`config.mk`:
```
export PLATFORM = sky130hd
export DESIGN_NAME = fp_arith_unit
export DESIGN_NICKNAME = d
export VERILOG_FILES = /design/src/verilog/fp_arith_pkg.sv /design/src/verilog/fp_mult_pipe.sv /design/src/verilog/fp_div_iter.sv /design/src/verilog/fp_signed_div.sv /design/src/verilog/fp_arith_unit.sv
export VERILOG_INCLUDE_DIRS = /design/src /design/src/verilog
export SDC_FILE = /design/constraint.sdc
export NUM_CORES = 2
export LEC_CHECK = 0
export BUFFER_PORTS_ARGS = -buffer_cell sky130_fd_sc_hd__buf_2
export CAP_MARGIN = 20
export CORE_ASPECT_RATIO = 1.25
export CORE_MARGIN = 2
export CORE_UTILIZATION = 31
export CTS_BUF_LIST = sky130_fd_sc_hd__clkbuf_4 sky130_fd_sc_hd__clkbuf_8 sky130_fd_sc_hd__clkbuf_16
export DETAILED_ROUTE_END_ITERATION = 7
export MAX_ROUTING_LAYER = met4
export PLACE_DENSITY_LB_ADDON = 0.3
export SYNTH_ARGS = -nofsm -noshare
export SYNTH_HDL_FRONTEND = slang
export SYNTH_HIERARCHICAL = 1
export SYNTH_SLANG_ARGS = --single-unit
```
`constraint.sdc`:
```
create_clock -name clk -period 9.07 [get_ports clk]
set_clock_uncertainty 0.2 [all_clocks]
set_input_delay 0.907 -clock clk [delete_from_list [all_inputs] [get_ports clk]]
set_output_delay 0.907 -clock clk [all_outputs]
set_load 0.02 [all_outputs]
```
`src/verilog/fp_arith_params.svh`:
```
`ifndef FP_ARITH_PARAMS_SVH
`define FP_ARITH_PARAMS_SVH

// Q16.16 word layout
`define FP_WIDTH 32
`define FP_INT_WIDTH 16
`define FP_FRAC_WIDTH 16

// One quotient bit per cycle over the dividend and its fraction extension
`define FP_DIV_ITERS (`FP_WIDTH + `FP_FRAC_WIDTH)

`endif

```
`src/verilog/fp_arith_pkg.sv`:
```
`include "fp_arith_params.svh"

package fp_arith_pkg;

  // One Q16.16 value
  typedef logic [`FP_WIDTH-1:0] fp_word_t;

  // Operation selector
  typedef enum logic {
    FP_OP_MUL = 1'b0,
    FP_OP_DIV = 1'b1
  } fp_op_e;

  // Request as presented by the caller, held stable while go is high
  typedef struct packed {
    fp_op_e   op;
    logic     is_signed;
    fp_word_t left;
    fp_word_t right;
  } fp_req_t;

endpackage

```
`src/verilog/fp_mult_pipe.sv`:
```
`timescale 1ns/1ps
`include "fp_arith_params.svh"

module fp_mult_pipe (
  input  logic                   clk,
  input  logic                   reset,
  input  logic                   go,
  input  logic                   is_signed,
  input  fp_arith_pkg::fp_word_t left,
  input  fp_arith_pkg::fp_word_t right,
  output fp_arith_pkg::fp_word_t product,
  output logic                   done
);

  localparam int W = `FP_WIDTH;
  localparam int INT_W = `FP_INT_WIDTH;

  fp_arith_pkg::fp_word_t ltmp;
  fp_arith_pkg::fp_word_t rtmp;
  logic                   sign_q;
  logic [2*W-1:0]         lext;
  logic [2*W-1:0]         rext;
  logic [2*W-1:0]         prod_q;
  logic [1:0]             done_sr;

  // Stage 1 captures the operands and the signed mode together
  always_ff @(posedge clk) begin
    if (go) begin
      ltmp <= left;
      rtmp <= right;
      sign_q <= is_signed;
    end
  end

  // Sign extension only in signed mode, zero extension otherwise
  assign lext = {{W{sign_q & ltmp[W-1]}}, ltmp};
  assign rext = {{W{sign_q & rtmp[W-1]}}, rtmp};

  // Stage 2 product
  // On the first go edge this still sees stale operands, overwritten on the next edge
  always_ff @(posedge clk) begin
    if (go) begin
      prod_q <= lext * rext;
    end
  end

  // Drop the extra fraction bits and keep one word of the product
  assign product = prod_q[2*W-INT_W-1 -: W];

  // Done walks with go through both stages and drops as soon as go falls
  always_ff @(posedge clk) begin
    if (reset) begin
      done_sr <= '0;
    end else begin
      done_sr <= {done_sr[0] & go, go};
    end
  end

  assign done = done_sr[1];

  // A product is only valid after two edges of go
  assert property (@(posedge clk) disable iff (reset)
    $rose(done) |-> $past(go, 1) && $past(go, 2))
  else $error("fp_mult_pipe: done without two cycles of go");

endmodule

```
`src/verilog/fp_div_iter.sv`:
```
`timescale 1ns/1ps
`include "fp_arith_params.svh"

module fp_div_iter (
  input  logic                   clk,
  input  logic                   reset,
  input  logic                   go,
  input  fp_arith_pkg::fp_word_t dividend,
  input  fp_arith_pkg::fp_word_t divisor,
  output fp_arith_pkg::fp_word_t quotient,
  output logic                   done
);

  localparam int W = `FP_WIDTH;
  localparam int ITERS = `FP_DIV_ITERS;
  localparam int IDX_W = $clog2(ITERS);

  logic                   running;
  logic [IDX_W-1:0]       idx;
  logic                   start;
  logic                   dividend_is_zero;
  logic                   finished;

  // Partial remainder with the next dividend bit already shifted in
  logic [W:0]             acc;
  logic [W:0]             acc_next;
  logic [W:0]             acc_diff;
  logic                   acc_ge;
  fp_arith_pkg::fp_word_t rem;
  // Dividend bits not yet consumed, zeros follow for the fraction part
  fp_arith_pkg::fp_word_t dvd;
  fp_arith_pkg::fp_word_t dvd_next;
  fp_arith_pkg::fp_word_t quot;
  fp_arith_pkg::fp_word_t quot_next;

  assign start = go && !running;
  assign dividend_is_zero = start && (dividend == '0);
  assign finished = running && (idx == IDX_W'(ITERS - 1));

  // One restoring step
  always_comb begin
    acc_diff = acc - {1'b0, divisor};
    acc_ge = (acc >= {1'b0, divisor});
    // Remainder is below the divisor so it fits a word
    rem = acc_ge ? acc_diff[W-1:0] : acc[W-1:0];
    acc_next = {rem, dvd[W-1]};
    dvd_next = {dvd[W-2:0], 1'b0};
    quot_next = {quot[W-2:0], acc_ge};
  end

  always_ff @(posedge clk) begin
    if (reset || finished || dividend_is_zero) begin
      running <= 1'b0;
    end else if (start) begin
      running <= 1'b1;
    end
  end

  always_ff @(posedge clk) begin
    if (reset || !running) begin
      idx <= '0;
    end else begin
      idx <= idx + 1'b1;
    end
  end

  // Datapath load on start, then one quotient bit per cycle
  always_ff @(posedge clk) begin
    if (start) begin
      acc <= {{W{1'b0}}, dividend[W-1]};
      dvd <= {dividend[W-2:0], 1'b0};
      quot <= '0;
    end else if (running) begin
      acc <= acc_next;
      dvd <= dvd_next;
      quot <= quot_next;
    end
  end

  // Result register, cleared on start and kept while go is low
  always_ff @(posedge clk) begin
    if (start) begin
      quotient <= '0;
    end else if (go && finished) begin
      quotient <= quot_next;
    end
  end

  // Single cycle pulse at the end of a division or on a zero dividend
  always_ff @(posedge clk) begin
    if (reset) begin
      done <= 1'b0;
    end else begin
      done <= finished || dividend_is_zero;
    end
  end

  assert property (@(posedge clk) disable iff (reset)
    running |-> idx <= IDX_W'(ITERS - 1))
  else $error("fp_div_iter: iteration counter overran");

endmodule

```
`src/verilog/fp_signed_div.sv`:
```
`timescale 1ns/1ps
`include "fp_arith_params.svh"

module fp_signed_div (
  input  logic                   clk,
  input  logic                   reset,
  input  logic                   go,
  input  logic                   is_signed,
  input  fp_arith_pkg::fp_word_t left,
  input  fp_arith_pkg::fp_word_t right,
  output fp_arith_pkg::fp_word_t quotient,
  output logic                   done
);

  localparam int W = `FP_WIDTH;

  fp_arith_pkg::fp_word_t left_abs;
  fp_arith_pkg::fp_word_t right_abs;
  fp_arith_pkg::fp_word_t core_quotient;
  logic                   negate_q;

  // Magnitudes in signed mode, raw operands otherwise
  assign left_abs = (is_signed && left[W-1]) ? -left : left;
  assign right_abs = (is_signed && right[W-1]) ? -right : right;

  // Sign of the result kept past the fall of go
  always_ff @(posedge clk) begin
    if (reset) begin
      negate_q <= 1'b0;
    end else if (go) begin
      negate_q <= is_signed && (left[W-1] ^ right[W-1]);
    end
  end

  assign quotient = negate_q ? -core_quotient : core_quotient;

  fp_div_iter core0 (
    .clk      (clk),
    .reset    (reset),
    .go       (go),
    .dividend (left_abs),
    .divisor  (right_abs),
    .quotient (core_quotient),
    .done     (done)
  );

  // Division by zero has no defined result
  assert property (@(posedge clk) disable iff (reset)
    $rose(go) |-> right != '0)
  else $error("fp_signed_div: division started with a zero divisor");

endmodule

```
`src/verilog/fp_arith_unit.sv`:
```
`timescale 1ns/1ps

module fp_arith_unit (
  input  logic                   clk,
  input  logic                   reset,
  input  logic                   go,
  input  fp_arith_pkg::fp_req_t  req,
  output fp_arith_pkg::fp_word_t result,
  output logic                   done
);

  logic                   go_mul;
  logic                   go_div;
  logic                   mul_done;
  logic                   div_done;
  fp_arith_pkg::fp_word_t mul_product;
  fp_arith_pkg::fp_word_t div_quotient;
  fp_arith_pkg::fp_op_e   op_q;

  // Only the engine named by the request sees go
  assign go_mul = go && (req.op == fp_arith_pkg::FP_OP_MUL);
  assign go_div = go && (req.op == fp_arith_pkg::FP_OP_DIV);

  // Operation of the request in flight, so the result holds after go falls
  always_ff @(posedge clk) begin
    if (reset) begin
      op_q <= fp_arith_pkg::FP_OP_MUL;
    end else if (go) begin
      op_q <= req.op;
    end
  end

  fp_mult_pipe mult0 (
    .clk       (clk),
    .reset     (reset),
    .go        (go_mul),
    .is_signed (req.is_signed),
    .left      (req.left),
    .right     (req.right),
    .product   (mul_product),
    .done      (mul_done)
  );

  fp_signed_div div0 (
    .clk       (clk),
    .reset     (reset),
    .go        (go_div),
    .is_signed (req.is_signed),
    .left      (req.left),
    .right     (req.right),
    .quotient  (div_quotient),
    .done      (div_done)
  );

  assign result = (op_q == fp_arith_pkg::FP_OP_DIV) ? div_quotient : mul_product;
  assign done = mul_done | div_done;

  // Engines sample the request over several cycles
  assert property (@(posedge clk) disable iff (reset)
    go && !done |=> !go || $stable(req))
  else $error("fp_arith_unit: request changed while an operation was pending");

endmodule

```
==> reports/results.txt <==
Worst Reg2Reg Path Length in Cells: 24
# IOs: 102
Ys flop type: edfxtp_1
Fmax: 120 MHz
Hold Buf Count CTS: 0
Status: completed
Fin. Hold Viols: 0
EDFF count, synth: 129
Most frequent cell after synthesis: inv_1
GR Overflow Total: 0
Worst Min Path Start: div0/core0/quot[30]$_SDFFE_PP0P_
Post-DP HPWL: 101000 um
Share of layout cells above drive strength 1: 8.08%
Reg2reg end: mult0/prod_q[46]$_DFFE_PP_
Starting Density: 31.1%
Pre-antenna DRT Iters: 6
GRT Max-Usage Layer: met2
Worst setup path class: reg -> reg
Largest net degree at the start of global routing: 66
Final Max Slew Viols: 0
Worst slew pin tran: 1.09 ns
First-pass GRT wire length: 191000 um
Hold Path Cell Cnt: 2
Synth-to-layout area growth: 8.26%
DIE AREA: 139000 um2
Port bufs: 101
Multi-input gate area: 31600 um2
H-tree depth: 1
Clk Latency, worst-skew pair: 0.61 ns
Post-synthesis instance area: 42100 um2
CTS tree: done
Reg-to-reg slack, setup: 0.71 ns
GR Layer Usage met2: 34.6%
Synth area leaders: fa_1, edfxtp_1, inv_1
Register area: 6020 um2
Root buf cell: clkbuf_16
Synth cell count leaders: inv_1, fa_1, nand2_1, and2_1, clkbuf_1
Startpoint types: flop
Routed wire per std cell: 19.2 um
Netlist cell types: 90
Hold crit path type: reg -> reg
Initial antenna violation count: 4
Flops & latches, synth: 236
Top delay family on crit path: adder cells
DRC: 0
Antenna Nets Post-Route: 0
CP max FO: 22
Area share of the largest cell type after synthesis: 40.8%
Vias in the first global route: 33100
CTS Buf Count: 29
Die Width: 333 um
Setup bufs post-CTS: 0
CP bufs+invs: 5
Number of max-cap violations: 0
GRT Total Usage: 18.4%
Post-synth top area cell: fa_1
CP dominant cell by count: fa_1
Register area share after synthesis: 14.3%
Die height: 416 um
Max Root-Sink Buffers: 3
R2r startpoint: mult0/ltmp[11]$_DFFE_PP_
Worst-path clk slew: 0.07 ns
First DRT Iteration DRCs: 1604
Final Cycle Share: 92.2%
Post_cts resized: 0
CP max-delay cell: edfxtp_1
# fillers: 13900
Final GP Congestion: 0.917
Core area: 135000 um2
Crit path largest cell delay: 1.01 ns
Clock Sinks: 236
WP data required: 9.21 ns
Hold worst-path end: div0/core0/quotient[31]$_SDFFE_PP0P_
CP Capture Type: flop
M3 GR Usage: 0.882%
Via density: 4.81
Post-Syn Instances: 4511
Final nets: 5634
Synth warnings: 6
Synthesized area per cell: 9.32 um2
# setup viols final: 0
Final WL: 120000 um
Final std cells w/o fill: 6280
Ys async rst share: 0%
M1 GR Usage: 19.6%
DR vias: 30200
Crit-path cells: nand2_1, fa_1, inv_1, fa_1, inv_1, fa_1, fa_1, fa_1, inv_1, fa_1, fa_1, inv_1, fa_1, inv_1, ha_1, a21oi_1, nand2_1, a211oi_1, o221ai_1, a41oi_2, o21bai_2, a21oi_2, nor2_1, a211o_1
Worst slew margin: 27.6%
RSZ-0062 raised after global routing: false
Placed cell count: 6221
Mapped Nets: 5648
Row count: 151
Worst EP arrival: 8.50 ns
Setup TNS: 0 ns
Final critical-path required period: 8.36 ns
==> stage by stage <==
step                      area (um2)  util [%]  setup WS, ns  hold WS [ns]
after CTS                      45400      33.6         0.673         0.253
final                          45500      33.7         0.708         0.249
after detailed placement       44500      32.9         0.696         0.237
after floorplan                42100         -          1.58         0.206
after global routing           45500      33.7         0.317         0.278
after global placement         44500      32.9         0.809         0.226
==> routing by layer <==
| metal | vias to the layer above | wire length (um) |
|---|---|---|
| li1 | 13600 | - |
| met1 | 15700 | 43400 |
| met2 | 691 | 66000 |
| met3 | 221 | 3500 |
| met4 | 0 | 7390 |
| met5 | - | 0 |
==> final cells by class <==
cell class / instances / area share (%)
Tap cell: 1759 / 4.83
Inverter: 938 / 7.73
Multi-Input combinational cell: 3103 / 69.3
Clock buffer: 39 / 1.82
Antenna cell: 1 / 0.00550
Timing Repair Buffer: 189 / 2.74
Clock inverter: 15 / 0.365
Sequential cell: 236 / 13.2
==> worst register-to-register path, cell delays in order (launching register included) <==
cell,delay (ns)
edfxtp_1,1.01
nand2_1,0.19
fa_1,0.58
inv_1,0.06
fa_1,0.53
inv_1,0.05
fa_1,0.49
fa_1,0.60
fa_1,0.42
inv_1,0.11
fa_1,0.44
fa_1,0.56
inv_1,0.07
fa_1,0.48
inv_1,0.04
ha_1,0.38
a21oi_1,0.18
nand2_1,0.08
a211oi_1,0.23
o221ai_1,0.23
a41oi_2,0.43
o21bai_2,0.17
a21oi_2,0.22
nor2_1,0.08
a211o_1,0.26
==> layout by cell type, fill, tap and decap left out, types with 6 or more instances in the layout <==
cell type and count:
nor4_1 22, buf_4 82, xor2_1 43, o21ai_1 17, clkbuf_16 30, and2_1 330, dfxtp_1 105, xnor2_1 150
a211o_1 7, a31oi_1 12, or2_2 10, nor2b_1 11, nand2_1 804, o21ai_0 89, and3_1 17, o21a_1 9
o22ai_1 6, mux2i_1 20, a211oi_1 8, fa_1 857, a21oi_1 103, nand4_1 20, o31ai_1 26, nor3_1 13
mux2_2 34, inv_1 938, or3_1 9, buf_2 101, nor2_1 69, a32oi_1 10, clkbuf_4 7, nand2b_1 11
o41ai_1 19, nand3_1 21, mux2_4 29, ha_1 211, edfxtp_1 129, a21o_1 20
==> registers in the layout, summed over array words and instances (netlist names), 2 cells and up <==
| name | flops |
|---|---|
| div0/core0/acc | 33 |
| div0/core0/dvd | 31 |
| div0/core0/idx | 6 |
| div0/core0/quot | 31 |
| div0/core0/quotient | 32 |
| mult0/done_sr | 2 |
| mult0/ltmp | 32 |
| mult0/prod_q | 32 |
| mult0/rtmp | 32 |
==> worst max-delay path by stage <==
stage	end	from	depth (start not counted)	slack (ns)
2_1_floorplan	mult0/prod_q[46]$_DFFE_PP_	mult0/ltmp[20]$_DFFE_PP_	27	1.58
3_3_place_gp	mult0/prod_q[45]$_DFFE_PP_	mult0/rtmp[2]$_DFFE_PP_	25	0.81
3_5_place_dp	mult0/prod_q[46]$_DFFE_PP_	mult0/ltmp[11]$_DFFE_PP_	24	0.70
4_1_cts	mult0/prod_q[46]$_DFFE_PP_	mult0/ltmp[11]$_DFFE_PP_	24	0.67
5_1_grt	mult0/prod_q[45]$_DFFE_PP_	mult0/rtmp[6]$_DFFE_PP_	23	0.32
6_report	mult0/prod_q[46]$_DFFE_PP_	mult0/ltmp[11]$_DFFE_PP_	24	0.71
==> cells by family (layout without fill, tap and decap cells) <==
| group | Yosys count | in the layout | share of synthesized area (%) |
|---|---|---|---|
| other cells | 0 | 1 | 0 |
| flops | 236 | 236 | 14.3 |
| simple gates | 1379 | 1379 | 15.5 |
| fa+ha+maj | 1068 | 1068 | 47.1 |
| buf+inv | 1172 | 1181 | 10.7 |
| mux | 83 | 83 | 2.42 |
| xor+xnor | 193 | 193 | 4.02 |
| compound gates | 380 | 380 | 5.98 |
Power is left out: the tool's default activity adds up to more than one toggle a clock period on the data nets, which glitch-free logic cannot reach.
